`config.mk`:
```
export PLATFORM = sky130hd
export DESIGN_NAME = memRequest
export DESIGN_NICKNAME = d
export VERILOG_FILES = /design/src/hdl/memPkg.sv /design/src/hdl/memRequest.sv
export SDC_FILE = /design/constraint.sdc
export NUM_CORES = 1
export LEC_CHECK = 0
export BUFFER_PORTS_ARGS = -buffer_cell sky130_fd_sc_hd__buf_4
export CAP_MARGIN = 20
export CORE_AREA = 2 2 251 253
export DETAILED_ROUTE_END_ITERATION = 8
export DIE_AREA = 0 0 253 255
export PLACE_DENSITY_LB_ADDON = 0.25
export SLEW_MARGIN = 10
export SYNTH_ARGS = -nofsm -noshare
export SYNTH_HDL_FRONTEND = slang
export SYNTH_SLANG_ARGS = --single-unit
```
`constraint.sdc`:
```
create_clock -name clk -period 16.09 [get_ports clk]
set_input_delay 0.8045 -clock clk [delete_from_list [all_inputs] [get_ports clk]]
set_output_delay 0.8045 -clock clk [all_outputs]
set_load 0.02 [all_outputs]
```
`src/hdl/memPkg.sv`:
```
package memPkg;

    // access width of a load or store
    typedef enum logic [1:0] {
        MSIZE_B = 2'd0,
        MSIZE_H = 2'd1,
        MSIZE_W = 2'd2
    } msize_t;

    // memory side control carried with each slot
    typedef struct packed {
        logic   memRead;
        logic   memWrite;
        msize_t msize;
        // sign extend on load
        logic   memSext;
        logic   regWrite;
    } memCtl_t;

    // one execute slot, lane 1 older, lane 0 younger
    typedef struct packed {
        logic        valid;
        logic [31:0] pc;
        logic [4:0]  rdst;
        // effective address for memory ops
        logic [31:0] aluOut;
        // store data, unshifted
        logic [31:0] srcb;
        memCtl_t     ctl;
    } execSlot_t;

    // per lane data bus request
    typedef struct packed {
        logic        valid;
        logic [31:0] addr;
        msize_t      size;
        logic [3:0]  strobe;
        logic [31:0] wdata;
    } dbusReq_t;

    // single response shared by both lanes
    typedef struct packed {
        logic        dataOk;
        logic [31:0] data1;
        logic [31:0] data0;
    } dbusResp_t;

    // slot leaving the memory stage
    typedef struct packed {
        logic        valid;
        logic [31:0] pc;
        logic [4:0]  rdst;
        logic [31:0] aluOut;
        // aligned and extended load value
        logic [31:0] ld;
        memCtl_t     ctl;
    } memSlot_t;

    // committed result per lane
    typedef struct packed {
        logic        valid;
        logic [31:0] pc;
        logic [4:0]  rdst;
        logic [31:0] wdata;
        logic        regWrite;
    } wbSlot_t;

endpackage
```
`src/hdl/memRequest.sv`:
```
`timescale 1ns/1ps

module memRequest (
    input  logic                      clk,
    input  logic                      resetn,
    input  memPkg::execSlot_t [1:0]   exec,
    input  logic                      execValid,
    output logic                      execReady,
    output memPkg::execSlot_t [1:0]   reqSlot,
    output memPkg::dbusReq_t [1:0]    dreq,
    input  memPkg::dbusResp_t         dresp,
    input  logic                      dWait,
    output logic                      pairDone
);
    import memPkg::*;

    // held pair, payload only
    execSlot_t [1:0] pairQ;
    logic            slotFull;
    logic [1:0]      memOp;
    logic            accept;

    always_comb begin
        reqSlot = pairQ;
        // lane valid only counts while a pair is held
        reqSlot[1].valid = slotFull & pairQ[1].valid;
        reqSlot[0].valid = slotFull & pairQ[0].valid;
        for (int i = 0; i < 2; i++) begin
            memOp[i] = reqSlot[i].valid &
                       (reqSlot[i].ctl.memRead | reqSlot[i].ctl.memWrite);
        end
    end

    // no memory op means done at once
    assign pairDone  = slotFull & (dresp.dataOk | (memOp == 2'b00));
    assign execReady = ~slotFull | pairDone;
    assign accept    = execValid & execReady;

    always_ff @(posedge clk) begin
        if (!resetn) begin
            slotFull <= 1'b0;
        end else if (accept) begin
            slotFull <= 1'b1;
        end else if (pairDone) begin
            slotFull <= 1'b0;
        end
    end

    always_ff @(posedge clk) begin
        if (accept) begin
            pairQ <= exec;
        end
    end

    // per lane request, stays up through the dataOk cycle
    always_comb begin
        for (int i = 0; i < 2; i++) begin
            dreq[i].valid = memOp[i];
            dreq[i].addr  = reqSlot[i].aluOut;
            dreq[i].size  = reqSlot[i].ctl.msize;
            case (reqSlot[i].ctl.msize)
                MSIZE_B: begin
                    dreq[i].strobe = 4'b0001 << reqSlot[i].aluOut[1:0];
                    // byte copied into every lane
                    dreq[i].wdata  = {4{reqSlot[i].srcb[7:0]}};
                end
                MSIZE_H: begin
                    dreq[i].strobe = reqSlot[i].aluOut[1] ? 4'b1100 : 4'b0011;
                    dreq[i].wdata  = {2{reqSlot[i].srcb[15:0]}};
                end
                default: begin
                    dreq[i].strobe = 4'b1111;
                    dreq[i].wdata  = reqSlot[i].srcb;
                end
            endcase
            // loads must not touch memory
            if (!reqSlot[i].ctl.memWrite) begin
                dreq[i].strobe = 4'b0000;
            end
        end
    end

    // RAM still working on this pair, so it must stay put
    assert property (@(posedge clk) disable iff (!resetn)
        dWait |=> $stable(reqSlot))
        else $error("memRequest: reqSlot changed while the bus was waiting");

endmodule

```
==> flow_summary.html, run 1 <==
<table>
<tr><th>Metric</th><th>Value</th></tr>
<tr><th colspan="2">Run status</th></tr>
<tr><td>Result of the run</td><td>finished, final reports clean</td></tr>
<tr><th colspan="2">Yosys</th></tr>
<tr><td>Synthesized area divided by synthesized cell count</td><td>15.23 um2</td></tr>
<tr><td>Sequential fraction of the synthesis area</td><td>66.97%</td></tr>
<tr><td>Cell variety after synth</td><td>18</td></tr>
<tr><td>Most repeated cell in the gate-level netlist after synthesis</td><td>buf_4</td></tr>
<tr><td>Net count after synthesis</td><td>923</td></tr>
<tr><td>Post-synthesis sequential element count</td><td>217</td></tr>
<tr><td>Number of enable flip-flop cells after synthesis</td><td>216</td></tr>
<tr><td>Cell area after synthesis</td><td>0.009716 mm2</td></tr>
<tr><td>Post-Syn Instances</td><td>638</td></tr>
<tr><td>Top cells by area, synth</td><td>edfxtp_1, buf_4, mux2_2</td></tr>
<tr><td>Most used flip-flop cell after synthesis</td><td>edfxtp_1</td></tr>
<tr><td>Yosys warning count</td><td>0</td></tr>
<tr><td>Async S/R FF share, synth</td><td>0%</td></tr>
<tr><td>Yosys top cell by area</td><td>edfxtp_1</td></tr>
<tr><td>Post-synth top cells</td><td>buf_4, edfxtp_1, mux2_2</td></tr>
<tr><td>Proportion of netlist area held by the largest area contributor</td><td>66.76%</td></tr>
<tr><th colspan="2">Clock network</th></tr>
<tr><td>CTS sink cnt</td><td>217</td></tr>
<tr><td>Total of hold buffers inserted after clock tree synthesis</td><td>0</td></tr>
<tr><td>Number of H-tree levels</td><td>1</td></tr>
<tr><td>Clock tree from TritonCTS</td><td>built</td></tr>
<tr><td>Number of gates resized after CTS</td><td>0</td></tr>
<tr><td>Maximum count of clock buffers along a single path</td><td>3</td></tr>
<tr><td>Clock input transition at the sequential cells of the worst setup and hold paths</td><td>0.06 ns</td></tr>
<tr><td>Post-CTS setup-driven buffer insertion count</td><td>0</td></tr>
<tr><td>CTS Root Buffer Type</td><td>clkbuf_16</td></tr>
<tr><td>Total clock buffers created by CTS</td><td>27</td></tr>
<tr><td>Clk_lat worst skew</td><td>0.58 ns</td></tr>
<tr><th colspan="2">Worst setup path</th></tr>
<tr><td>CP max stage delay</td><td>0.83 ns</td></tr>
<tr><td>Number of logic stages on the critical path including buffering</td><td>5</td></tr>
<tr><td>Biggest fanout along the worst timing path</td><td>147</td></tr>
<tr><td>Highest-delay cell along the critical path</td><td>buf_4</td></tr>
<tr><td>Buf/Inv on CP</td><td>2</td></tr>
<tr><td>Worst setup path class</td><td>reg -&gt; reg</td></tr>
<tr><td>Top cell family by delay on the critical path</td><td>buffers and inverters</td></tr>
<tr><td>Data arrival at the endpoint of the critical path</td><td>3.24 ns</td></tr>
<tr><td>Critical path, cell by cell</td><td>o211ai_1 &gt; a21oi_1 &gt; nor2b_4 &gt; buf_12 &gt; buf_4</td></tr>
<tr><td>Worst Reg2Reg Path Length in Cells</td><td>5</td></tr>
<tr><td>Kind of end point of the critical path</td><td>flip-flop</td></tr>
<tr><td>Category of the worst setup path launch point</td><td>flip-flop</td></tr>
<tr><td>Critical path required time</td><td>16.29 ns</td></tr>
<tr><th colspan="2">Placement</th></tr>
<tr><td>Placement Cell Area</td><td>0.01278 mm2</td></tr>
<tr><td>DP Cell Count</td><td>1,714</td></tr>
<tr><td>DPL Wire Length</td><td>21,410 um</td></tr>
<tr><td>Routability congestion estimate from global placement</td><td>0.7070</td></tr>
<tr><td># port buffers</td><td>579</td></tr>
<tr><th colspan="2">Timing</th></tr>
<tr><td>Setup repair after global routing missed its margin</td><td>false</td></tr>
<tr><td>Minimum clock period after layout</td><td>3.040 ns</td></tr>
<tr><td>Maximum achievable frequency</td><td>0.3289 GHz</td></tr>
<tr><td>Post-route clock period utilization</td><td>18.90%</td></tr>
<tr><td>Worst-Margin Slew</td><td>0.9549 ns</td></tr>
<tr><td>Final-layout worst hold slack</td><td>0.3929 ns</td></tr>
<tr><td>Final hold viol count</td><td>0</td></tr>
<tr><td>Aggregate negative setup slack</td><td>0 ns</td></tr>
<tr><td>Remaining max-slew budget at the tightest pin</td><td>36.34%</td></tr>
<tr><td>Number of endpoints failing setup at the final stage</td><td>0</td></tr>
<tr><td>Skew final</td><td>0.02480 ns</td></tr>
<tr><td>Number of slew-limit violations in the final report</td><td>0</td></tr>
<tr><th colspan="2">Flow run</th></tr>
<tr><td>Max-Cap Viols</td><td>0</td></tr>
<tr><th colspan="2">Power</th></tr>
<tr><td>Sw Ratio</td><td>26.53%</td></tr>
<tr><td>Internal power consumption</td><td>1.156 mW</td></tr>
<tr><td>Net switching power</td><td>0.4175 mW</td></tr>
<tr><td>PwrDens</td><td>115.0 mW/mm2</td></tr>
<tr><td>Combinational cell fraction of total power</td><td>16.2%</td></tr>
<tr><td>Total power</td><td>1.574 mW</td></tr>
<tr><td>Portion of total power attributed to the clock network</td><td>40.0%</td></tr>
<tr><td>Leakage power summed over all cells</td><td>5.745 nW</td></tr>
<tr><td>Worst ir drop on vdd</td><td>0.08214 mV</td></tr>
<tr><td>Part of the power in registers</td><td>43.8%</td></tr>
<tr><th colspan="2">Floorplanning</th></tr>
<tr><td>DIE HEIGHT</td><td>255 um</td></tr>
<tr><td>Standard cell core area</td><td>0.06216 mm2</td></tr>
<tr><td>Row Count</td><td>92</td></tr>
<tr><td>Initial cell density of the core</td><td>15.63%</td></tr>
<tr><td>Overall die area</td><td>0.06452 mm2</td></tr>
<tr><td>I/O pin count</td><td>645</td></tr>
<tr><td>X dimension of the die</td><td>253 um</td></tr>
<tr><th colspan="2">Cells and area</th></tr>
<tr><td>Proportion of layout cells with a drive suffix above 1</td><td>68.08%</td></tr>
<tr><td>Fill cells</td><td>6,659</td></tr>
<tr><td>Number of cells in the finished layout apart from fillers</td><td>1,765</td></tr>
<tr><td>Final #Nets</td><td>1,229</td></tr>
<tr><td>Multi-input combinational cell area</td><td>870.8 um2</td></tr>
<tr><td>Register cell area after layout</td><td>0.006506 mm2</td></tr>
<tr><td>Layout area overhead</td><td>40.86%</td></tr>
<tr><td>Post-Layout Inst Area</td><td>0.01369 mm2</td></tr>
<tr><th colspan="2">Route</th></tr>
<tr><td>Number of vias per cell after detailed routing</td><td>3.133</td></tr>
<tr><td>Detail Route Antenna Nets</td><td>0</td></tr>
<tr><td>Via count of the routed design</td><td>5,530</td></tr>
<tr><td>Post-detailed-route DRC marker count</td><td>0</td></tr>
<tr><td>Routed wire length</td><td>28,310 um</td></tr>
<tr><td>1st-iter DRT viols</td><td>197</td></tr>
<tr><td>Routed length per instance</td><td>16.04 um</td></tr>
<tr><td>Initial DRT Pass Iterations</td><td>4</td></tr>
<tr><th colspan="2">Global routing</th></tr>
<tr><td>Global-route wire length before repair</td><td>38,090 um</td></tr>
<tr><td>Gr ovfl total</td><td>0</td></tr>
<tr><td>Number of global-route vias before repair</td><td>5,634</td></tr>
<tr><td>Total track usage</td><td>7.949%</td></tr>
<tr><td>Initial antenna violation count</td><td>6</td></tr>
<tr><td>Pin count of the biggest net entering global routing</td><td>148</td></tr>
<tr><th colspan="2">Min path</th></tr>
<tr><td>Hold Path Depth</td><td>1</td></tr>
<tr><td>HP Class</td><td>in -&gt; reg</td></tr>
</table>
## power by group through the flow
stage	Clock [mW]	Combinational, mW	Sequential (mW)
after global routing	0.676	0.270	0.694
after global placement	0	0.259	0.702
final	0.629	0.255	0.690
after floorplan	0	0.176	0.702
after CTS	0.657	0.260	0.691
after detailed placement	0	0.260	0.702
## final cells by class
type                       instances  share of cell area, %
inverter                           5                 0.1371
multi-input combinational        110                  6.363
sequential                       217                  47.54
timing repair buffer             583                  32.07
clock buffer                      31                  5.047
clock inverter                    19                  1.518
antenna                            1                0.01828
tap                              799                  7.305
## cell usage in the layout, fill, tap and decap left out, types with 4 or more instances in the layout
master / synthesis / layout
buf_4: 300 / 582
clkinv_1: 0 / 7
nand2_1: 16 / 16
mux2_2: 32 / 32
o21a_1: 5 / 5
bufinv_16: 0 / 4
clkinv_2: 0 / 5
nor2_1: 6 / 6
clkbuf_1: 0 / 4
inv_1: 5 / 5
a21oi_1: 5 / 5
o21ai_0: 16 / 16
clkbuf_16: 0 / 27
edfxtp_1: 216 / 216
nor2b_1: 6 / 5
mux2i_1: 16 / 16
## stage by stage
| step | utilization, % | setup WS (ns) |
|---|---|---|
| after floorplan | - | 4.922 |
| final | 22.02 | 13.05 |
| after global routing | 22.01 | 12.71 |
| after CTS | 22.01 | 12.91 |
| after detailed placement | 20.57 | 12.88 |
| after global placement | 20.57 | 12.91 |
## metal layers
layer  track usage, %  up-vias  wire length, um  part of all wire (%)
li1                 -     2552                -                     -
met5                0        -               40                  0.14
met1            8.507     2630             9948                    35
met4            2.553        6              808                   2.9
met3            3.834       35             3109                    11
met2            13.77      307            14410                    51
## state kept, by name, indices dropped and copies added (netlist names)
register and flops:
reqSlot 146, dreq 68, pairQ 2, slotFull 1
## worst reg2reg max path, delay by kind of cell (launching register included)
| family | cells | cell delay (ns) |
|---|---|---|
| compound gates | 2 | 0.54 |
| simple gates | 1 | 0.17 |
| buf+inv | 2 | 1.46 |
| flops | 1 | 0.47 |
## worst paths after layout
check                  to  slack, ns         start
max           reqSlot[25]      13.05  reqSlot[112]
min          reqSlot[191]       0.39     exec[191]
max reg2reg   reqSlot[25]      13.05  reqSlot[112]
min reg2reg      slotFull       0.85      slotFull
## cells by family (layout without fill, tap and decap cells)
group	count (synthesis)	count (layout)	share of synthesized area [%]
AO/OA/AOI/OAI	28	28	1.623
buffers and inverters	311	638	24.15
flip-flops	217	217	66.97
multiplexers	48	48	5.357
other	0	1	0
AND/OR/NAND/NOR	34	34	1.906
Power figures use the tool's default switching activity.
==> run 2: changes to the inputs <==
Settings changed: CORE_AREA 2 2 251 253 to 2 2 248 250, DIE_AREA 0 0 253 255 to 0 0 250 252.
Clock period 16.09 ns to 3.18 ns, I/O delays scaled along.
==> run 2 against run 1 <==
Via count rose by 15%. Sequential share of layout area is 6.5 points lower. Die area is 2.3% lower. Setup slack lost 12 ns. Combinational power grew to 6.0 times the previous value. Routed wire length up 6.5%. Clock skew fell by 0.015 ns. Design area up 16%. Critical path depth decreased by 2. Clock power increased to 4.8 times the previous value. Non-clock buffer count rose by 220. Sequential power grew to 5.1 times the previous value. Largest cell class is now non-clock buffers. Highest routed layer unchanged.
==> flow_summary.html, run 2 (same netlist as run 1, synthesis figures left out) <==
<table>
<tr><th>Metric</th><th>Value</th></tr>
<tr><th colspan="2">Global routing</th></tr>
<tr><td>Number of global-route vias before repair</td><td>6,846 (was 5,634)</td></tr>
<tr><td>Gr ovfl total</td><td>0 (unchanged)</td></tr>
<tr><td>Initial antenna violation count</td><td>4 (was 6)</td></tr>
<tr><td>Pin count of the biggest net entering global routing</td><td>105 (was 148)</td></tr>
<tr><td>Total track usage</td><td>8.913% (was 7.949%)</td></tr>
<tr><td>Global-route wire length before repair</td><td>42,890 um (was 38,090 um)</td></tr>
<tr><th colspan="2">Timing</th></tr>
<tr><td>Setup repair after global routing missed its margin</td><td>false (unchanged)</td></tr>
<tr><td>Remaining max-slew budget at the tightest pin</td><td>34.83% (was 36.34%)</td></tr>
<tr><td>Number of endpoints failing setup at the final stage</td><td>0 (unchanged)</td></tr>
<tr><td>Final hold viol count</td><td>0 (unchanged)</td></tr>
<tr><td>Worst-Margin Slew</td><td>0.9775 ns (was 0.9549 ns)</td></tr>
<tr><td>Minimum clock period after layout</td><td>2.473 ns</td></tr>
<tr><td>Worst Slack Setup Final</td><td>0.7071 ns (was 13.05 ns)</td></tr>
<tr><td>Number of slew-limit violations in the final report</td><td>0 (unchanged)</td></tr>
<tr><td>Post-route clock period utilization</td><td>77.76%</td></tr>
<tr><td>Final-layout worst hold slack</td><td>0.2128 ns (was 0.3929 ns)</td></tr>
<tr><td>Skew final</td><td>0.009912 ns (was 0.02480 ns)</td></tr>
<tr><td>Maximum achievable frequency</td><td>0.4044 GHz</td></tr>
<tr><th colspan="2">Worst setup path</th></tr>
<tr><td>Worst Reg2Reg Path Length in Cells</td><td>5 (unchanged)</td></tr>
<tr><td>Setup slack, reg-to-reg</td><td>1.05 ns (was 13.05 ns)</td></tr>
<tr><td>Category of the worst setup path launch point</td><td>flip-flop (unchanged)</td></tr>
<tr><td>Data arrival at the endpoint of the critical path</td><td>2.31 ns (was 3.24 ns)</td></tr>
<tr><td>Kind of end point of the critical path</td><td>output pin (was flip-flop)</td></tr>
<tr><td>Reg-to-reg critical path startpoint</td><td>reqSlot[112] (unchanged)</td></tr>
<tr><td>Biggest fanout along the worst timing path</td><td>18 (was 147)</td></tr>
<tr><td>R2R Path End</td><td>reqSlot[178] (was reqSlot[25])</td></tr>
<tr><td>Worst setup path class</td><td>reg -&gt; out (was reg -&gt; reg)</td></tr>
<tr><td>Critical path required time</td><td>3.02 ns (was 16.29 ns)</td></tr>
<tr><th colspan="2">Route</th></tr>
<tr><td>Routed wire length</td><td>30,160 um (was 28,310 um)</td></tr>
<tr><td>Detail Route Antenna Nets</td><td>0 (unchanged)</td></tr>
<tr><td>Routed length per instance</td><td>15.33 um (was 16.04 um)</td></tr>
<tr><td>1st-iter DRT viols</td><td>299 (was 197)</td></tr>
<tr><td>Initial DRT Pass Iterations</td><td>4 (unchanged)</td></tr>
<tr><td>Post-detailed-route DRC marker count</td><td>0 (unchanged)</td></tr>
<tr><td>Number of vias per cell after detailed routing</td><td>3.232 (was 3.133)</td></tr>
<tr><td>Via count of the routed design</td><td>6,357 (was 5,530)</td></tr>
<tr><th colspan="2">Clock network</th></tr>
<tr><td>Clock tree from TritonCTS</td><td>built (unchanged)</td></tr>
<tr><td>Number of H-tree levels</td><td>1 (unchanged)</td></tr>
<tr><td>Clock input transition at the sequential cells of the worst setup and hold paths</td><td>0.06 ns (about the same)</td></tr>
<tr><td>Total clock buffers created by CTS</td><td>27 (unchanged)</td></tr>
<tr><td>CTS Root Buffer Type</td><td>clkbuf_16 (unchanged)</td></tr>
<tr><td>Number of gates resized after CTS</td><td>0 (unchanged)</td></tr>
<tr><td>Post-CTS setup-driven buffer insertion count</td><td>0 (unchanged)</td></tr>
<tr><td>Total of hold buffers inserted after clock tree synthesis</td><td>218 (was 0)</td></tr>
<tr><td>Maximum count of clock buffers along a single path</td><td>3 (unchanged)</td></tr>
<tr><td>Clk_lat worst skew</td><td>0.55 ns (was 0.58 ns)</td></tr>
<tr><td>CTS sink cnt</td><td>217 (unchanged)</td></tr>
<tr><th colspan="2">Floorplanning</th></tr>
<tr><td>Row Count</td><td>90 (was 92)</td></tr>
<tr><td>I/O pin count</td><td>645 (unchanged)</td></tr>
<tr><td>X dimension of the die</td><td>250 um (was 253 um)</td></tr>
<tr><td>DIE HEIGHT</td><td>252 um (was 255 um)</td></tr>
<tr><td>Initial cell density of the core</td><td>16.16% (was 15.63%)</td></tr>
<tr><td>Standard cell core area</td><td>0.06013 mm2 (was 0.06216 mm2)</td></tr>
<tr><td>Overall die area</td><td>0.06300 mm2 (was 0.06452 mm2)</td></tr>
<tr><th colspan="2">Power</th></tr>
<tr><td>Leakage power summed over all cells</td><td>6.657 nW (was 5.745 nW)</td></tr>
<tr><td>PwrDens</td><td>508.3 mW/mm2 (was 115.0 mW/mm2)</td></tr>
<tr><td>Worst ir drop on vdd</td><td>0.4002 mV (was 0.08214 mV)</td></tr>
<tr><td>Total power</td><td>8.059 mW (was 1.574 mW)</td></tr>
<tr><th colspan="2">Min path</th></tr>
<tr><td>Startpoint of the lowest-slack hold path</td><td>execValid (was exec[191])</td></tr>
<tr><td>HP Class</td><td>in -&gt; reg (unchanged)</td></tr>
<tr><td>Hold Path Depth</td><td>3 (was 1)</td></tr>
<tr><td>Hold Crit Endpoint</td><td>dreq[66] (was reqSlot[191])</td></tr>
<tr><th colspan="2">Cells and area</th></tr>
<tr><td>Final #Nets</td><td>1,449 (was 1,229)</td></tr>
<tr><td>Layout area overhead</td><td>63.19% (was 40.86%)</td></tr>
<tr><td>Largest register FFs</td><td>146 (unchanged)</td></tr>
<tr><td>Commonest cells after routing, fill and taps aside</td><td>buf_4, dlygate4sd3_1, edfxtp_1, mux2_2, clkbuf_16 (was buf_4, edfxtp_1, mux2_2, clkbuf_16)</td></tr>
<tr><td>Proportion of layout cells with a drive suffix above 1</td><td>55.78% (was 68.08%)</td></tr>
<tr><td>Post-Layout Inst Area</td><td>0.01586 mm2 (was 0.01369 mm2)</td></tr>
<tr><td>Antenna diode instance count</td><td>0 (was 1)</td></tr>
<tr><td>Most common cell after layout, fill and taps aside</td><td>buf_4 (unchanged)</td></tr>
<tr><th colspan="2">Placement</th></tr>
<tr><td># port buffers</td><td>579 (unchanged)</td></tr>
<tr><td>Routability congestion estimate from global placement</td><td>0.7478 (was 0.7070)</td></tr>
<tr><td>DPL Wire Length</td><td>22,080 um (was 21,410 um)</td></tr>
<tr><td>Placement Cell Area</td><td>0.01281 mm2 (was 0.01278 mm2)</td></tr>
<tr><td>Post-place setup slack</td><td>1.039 ns (was 12.88 ns)</td></tr>
<tr><th colspan="2">Run status</th></tr>
<tr><td>Result of the run</td><td>finished, final reports clean (unchanged)</td></tr>
<tr><th colspan="2">Flow run</th></tr>
<tr><td>Max-Cap Viols</td><td>0 (unchanged)</td></tr>
</table>
run 2: area by class of cell:
type,instances,area [um2]
repair buffers,803,6611
well taps,782,978.4
inverters,5,18.77
multi-input cells,110,874.6
clock inverters,17,167.7
fillers,6220,44280
clock buffers,33,698.2
flip-flops and latches,217,6506
run 2: power by group:
group	switching (mW)	internal [mW]	leakage, nW
clock network	1.24	1.80	0.421
registers	0.133	3.37	2.10
logic	0.740	0.777	4.13
run 2: routing by layer:
| metal | track usage [%] | up-vias | routed length (um) |
|---|---|---|---|
| met5 | 0 | - | 51 |
| met4 | 2.310 | 8 | 646 |
| met3 | 2.806 | 39 | 2263 |
| met2 | 15.74 | 287 | 15400 |
| met1 | 10.43 | 3033 | 11790 |
| li1 | - | 2990 | - |
run 2: metrics by stage:
step / std cells / TNS (ns) / util, %
final: 1967 / 0 / 26.37
after global routing: 1967 / 0 / 26.37
after CTS: 1967 / 0 / 26.37
after detailed placement: 1699 / 0 / 21.30
after global placement: 1699 / 0 / 21.30
after floorplan: 638 / -272.91 / -
run 2: how the worst max path moves through the flow:
stage / startpoint / endpoint / slack, ns / cells after the start
6_report: dreq[108] / dreq[89] / 0.71 / 3
4_1_cts: dreq[107] / dreq[101] / 0.66 / 3
3_5_place_dp: reqSlot[112] / dreq[114] / 1.04 / 5
2_1_floorplan: reqSlot[4] / dreq[107] / -1.26 / 3
5_1_grt: dreq[108] / dreq[90] / 0.59 / 3
3_3_place_gp: reqSlot[112] / dreq[114] / 1.07 / 5
run 2: worst max-delay path, cell delays in order (launching register included):
cell and delay (ns):
edfxtp_1 0.91, buf_4 0.34, mux2_2 0.35, buf_4 0.16
==> run 3: changes to the inputs <==
Clock period 3.18 ns to 2.59 ns, I/O delays scaled along.
==> run 3 against run 2 <==
Total power increased by 18%. Clock power is 8.9% higher. Hold slack lost 0.020 ns. Sequential power increased by 23%. Routed wire length increased by 0.24%. Largest cell class unchanged.
==> flow_summary.html, run 3 (same netlist as run 1, synthesis figures left out) <==
<table>
<tr><th>Metric</th><th>Value</th></tr>
<tr><th colspan="2">Floorplanning</th></tr>
<tr><td>Row Count</td><td>90 (unchanged)</td></tr>
<tr><td>DIE HEIGHT</td><td>252 um (unchanged)</td></tr>
<tr><td>Standard cell core area</td><td>0.06013 mm2 (unchanged)</td></tr>
<tr><td>I/O pin count</td><td>645 (unchanged)</td></tr>
<tr><td>X dimension of the die</td><td>250 um (unchanged)</td></tr>
<tr><td>Overall die area</td><td>0.06300 mm2 (unchanged)</td></tr>
<tr><td>Initial cell density of the core</td><td>16.16% (unchanged)</td></tr>
<tr><th colspan="2">Clock network</th></tr>
<tr><td>Total clock buffers created by CTS</td><td>26 (was 27)</td></tr>
<tr><td>CTS sink cnt</td><td>217 (unchanged)</td></tr>
<tr><td>Clock tree from TritonCTS</td><td>built (unchanged)</td></tr>
<tr><td>Clock input transition at the sequential cells of the worst setup and hold paths</td><td>0.06 ns (about the same)</td></tr>
<tr><td>Clk_lat worst skew</td><td>0.54 ns (was 0.55 ns)</td></tr>
<tr><td>Maximum count of clock buffers along a single path</td><td>3 (unchanged)</td></tr>
<tr><td>Number of H-tree levels</td><td>1 (unchanged)</td></tr>
<tr><td>Number of gates resized after CTS</td><td>0 (unchanged)</td></tr>
<tr><td>CTS Root Buffer Type</td><td>clkbuf_16 (unchanged)</td></tr>
<tr><th colspan="2">Route</th></tr>
<tr><td>Detail Route Antenna Nets</td><td>0 (unchanged)</td></tr>
<tr><td>Number of vias per cell after detailed routing</td><td>3.229 (was 3.232)</td></tr>
<tr><td>Initial DRT Pass Iterations</td><td>4 (unchanged)</td></tr>
<tr><td>Post-detailed-route DRC marker count</td><td>0 (unchanged)</td></tr>
<tr><td>Routed wire length</td><td>30,230 um (was 30,160 um)</td></tr>
<tr><td>Routed length per instance</td><td>15.34 um (was 15.33 um)</td></tr>
<tr><td>Via count of the routed design</td><td>6,364 (was 6,357)</td></tr>
<tr><td>1st-iter DRT viols</td><td>197 (was 299)</td></tr>
<tr><th colspan="2">Worst setup path</th></tr>
<tr><td>Kind of end point of the critical path</td><td>output pin (unchanged)</td></tr>
<tr><td>Biggest fanout along the worst timing path</td><td>15 (was 18)</td></tr>
<tr><td>Category of the worst setup path launch point</td><td>flip-flop (unchanged)</td></tr>
<tr><td>Critical path required time</td><td>2.46 ns (was 3.02 ns)</td></tr>
<tr><td>Top cell family by delay on the critical path</td><td>flip-flops (unchanged)</td></tr>
<tr><td>Critical path, cell by cell</td><td>buf_4 &gt; mux2_2 &gt; buf_4 (unchanged)</td></tr>
<tr><td>Worst setup path class</td><td>reg -&gt; out (unchanged)</td></tr>
<tr><td>Highest-delay cell along the critical path</td><td>edfxtp_1 (unchanged)</td></tr>
<tr><td>CP max stage delay</td><td>0.89 ns (was 0.91 ns)</td></tr>
<tr><td>Data arrival at the endpoint of the critical path</td><td>2.20 ns (was 2.31 ns)</td></tr>
<tr><td>Buf/Inv on CP</td><td>2 (unchanged)</td></tr>
<tr><td>Library cell appearing most often on the critical path</td><td>buf_4 (unchanged)</td></tr>
<tr><th colspan="2">Global routing</th></tr>
<tr><td>Number of global-route vias before repair</td><td>6,899 (was 6,846)</td></tr>
<tr><td>Initial antenna violation count</td><td>6 (was 4)</td></tr>
<tr><td>Total track usage</td><td>8.899% (was 8.913%)</td></tr>
<tr><td>Pin count of the biggest net entering global routing</td><td>48 (was 105)</td></tr>
<tr><td>Gr ovfl total</td><td>0 (unchanged)</td></tr>
<tr><td>Global-route wire length before repair</td><td>42,900 um (was 42,890 um)</td></tr>
<tr><th colspan="2">Placement</th></tr>
<tr><td>DPL Wire Length</td><td>22,810 um (was 22,080 um)</td></tr>
<tr><td>Routability congestion estimate from global placement</td><td>0.7515 (was 0.7478)</td></tr>
<tr><td>Post-place setup slack</td><td>0.5224 ns (was 1.039 ns)</td></tr>
<tr><td>Placement Cell Area</td><td>0.01291 mm2 (was 0.01281 mm2)</td></tr>
<tr><td># port buffers</td><td>579 (unchanged)</td></tr>
<tr><td>DP Cell Count</td><td>1,708 (was 1,699)</td></tr>
<tr><th colspan="2">Power</th></tr>
<tr><td>Total power</td><td>9.499 mW (was 8.059 mW)</td></tr>
<tr><td>Leakage power summed over all cells</td><td>6.666 nW (was 6.657 nW)</td></tr>
<tr><td>PwrDens</td><td>599.5 mW/mm2 (was 508.3 mW/mm2)</td></tr>
<tr><td>Worst ir drop on vdd</td><td>0.4123 mV (was 0.4002 mV)</td></tr>
<tr><th colspan="2">Cells and area</th></tr>
<tr><td>Fill cells</td><td>6,241 (was 6,220)</td></tr>
<tr><td>Number of cells in the finished layout apart from fillers</td><td>1,971 (was 1,967)</td></tr>
<tr><td>Post-layout utilization of the core</td><td>26.35% (was 26.37%)</td></tr>
<tr><td>Largest register FFs</td><td>146 (unchanged)</td></tr>
<tr><td>Antenna diode instance count</td><td>0 (unchanged)</td></tr>
<tr><td>Commonest cells after routing, fill and taps aside</td><td>buf_4, dlygate4sd3_1, edfxtp_1, mux2_2, clkbuf_16 (unchanged)</td></tr>
<tr><td>Proportion of layout cells with a drive suffix above 1</td><td>55.76% (was 55.78%)</td></tr>
<tr><td>Layout area overhead</td><td>63.09% (was 63.19%)</td></tr>
<tr><td>Post-Layout Inst Area</td><td>0.01585 mm2 (was 0.01586 mm2)</td></tr>
<tr><td>Most common cell after layout, fill and taps aside</td><td>buf_4 (unchanged)</td></tr>
<tr><td>Final #Nets</td><td>1,457 (was 1,449)</td></tr>
<tr><th colspan="2">Timing</th></tr>
<tr><td>Minimum clock period after layout</td><td>2.332 ns</td></tr>
<tr><td>Number of endpoints failing setup at the final stage</td><td>0 (unchanged)</td></tr>
<tr><td>Remaining max-slew budget at the tightest pin</td><td>44.29% (was 34.83%)</td></tr>
<tr><td>Aggregate negative setup slack</td><td>0 ns (unchanged)</td></tr>
<tr><td>Skew final</td><td>0.01222 ns (was 0.009912 ns)</td></tr>
<tr><td>Post-route clock period utilization</td><td>90.03%</td></tr>
<tr><td>Worst-Margin Slew</td><td>0.8357 ns (was 0.9775 ns)</td></tr>
<tr><td>Maximum achievable frequency</td><td>0.4289 GHz</td></tr>
<tr><td>Final-layout worst hold slack</td><td>0.1928 ns (was 0.2128 ns)</td></tr>
<tr><td>Final hold viol count</td><td>0 (unchanged)</td></tr>
<tr><td>Worst Slack Setup Final</td><td>0.2582 ns (was 0.7071 ns)</td></tr>
<tr><td>Setup repair after global routing missed its margin</td><td>false (unchanged)</td></tr>
<tr><td>Number of slew-limit violations in the final report</td><td>0 (unchanged)</td></tr>
<tr><th colspan="2">Min path</th></tr>
<tr><td>HP Class</td><td>in -&gt; reg (unchanged)</td></tr>
<tr><th colspan="2">Flow run</th></tr>
<tr><td>Max-Cap Viols</td><td>0 (unchanged)</td></tr>
<tr><th colspan="2">Run status</th></tr>
<tr><td>Result of the run</td><td>finished, final reports clean (unchanged)</td></tr>
</table>
run 3: layout make-up:
type / count / area (um2) / share of cell area [%]
clock buffers: 33 / 698.2 / 4.406
multi-input cells: 110 / 874.6 / 5.520
well taps: 782 / 978.4 / 6.175
repair buffers: 812 / 6716 / 42.39
flip-flops and latches: 217 / 6506 / 41.06
clock inverters: 12 / 52.55 / 0.3316
inverters: 5 / 18.77 / 0.1184
run 3: worst paths after layout:
path | from | endpoint | slack, ns | cells after the start
max | dreq[37] | dreq[23] | 0.26 | 3
min | execValid | reqSlot[81] | 0.19 | 3
max reg2reg | reqSlot[112] | reqSlot[11] | 0.58 | 5
min reg2reg | slotFull | reqSlot[81] | 1.12 | 4
run 3: worst register-to-register path, delay by kind of cell (launching register included):
kind	cells	cell delay, ns
flip-flops	1	0.46
AO/OA/AOI/OAI	2	0.44
buffers and inverters	2	0.58
AND/OR/NAND/NOR	1	0.19
run 3: timing repair:
action                    in CTS  in global routing
hold endpoints to repair     217                  0
buffers inserted               0                  0
hold buffers                 218                  0
run 3: power breakdown:
group | internal [mW] | total [mW] | switching [mW] | leakage (nW)
combinational | 0.974 | 1.89 | 0.921 | 4.19
clock | 1.88 | 3.31 | 1.43 | 0.373
sequential | 4.14 | 4.29 | 0.156 | 2.10
run 3: routing by layer:
layer | wire length (um) | part of all wire, % | global-route usage [%]
met1 | 12000 | 40 | 10.65
met2 | 15210 | 50 | 15.30
met3 | 2243 | 7.4 | 2.610
met4 | 697 | 2.3 | 2.926
met5 | 77 | 0.25 | 0
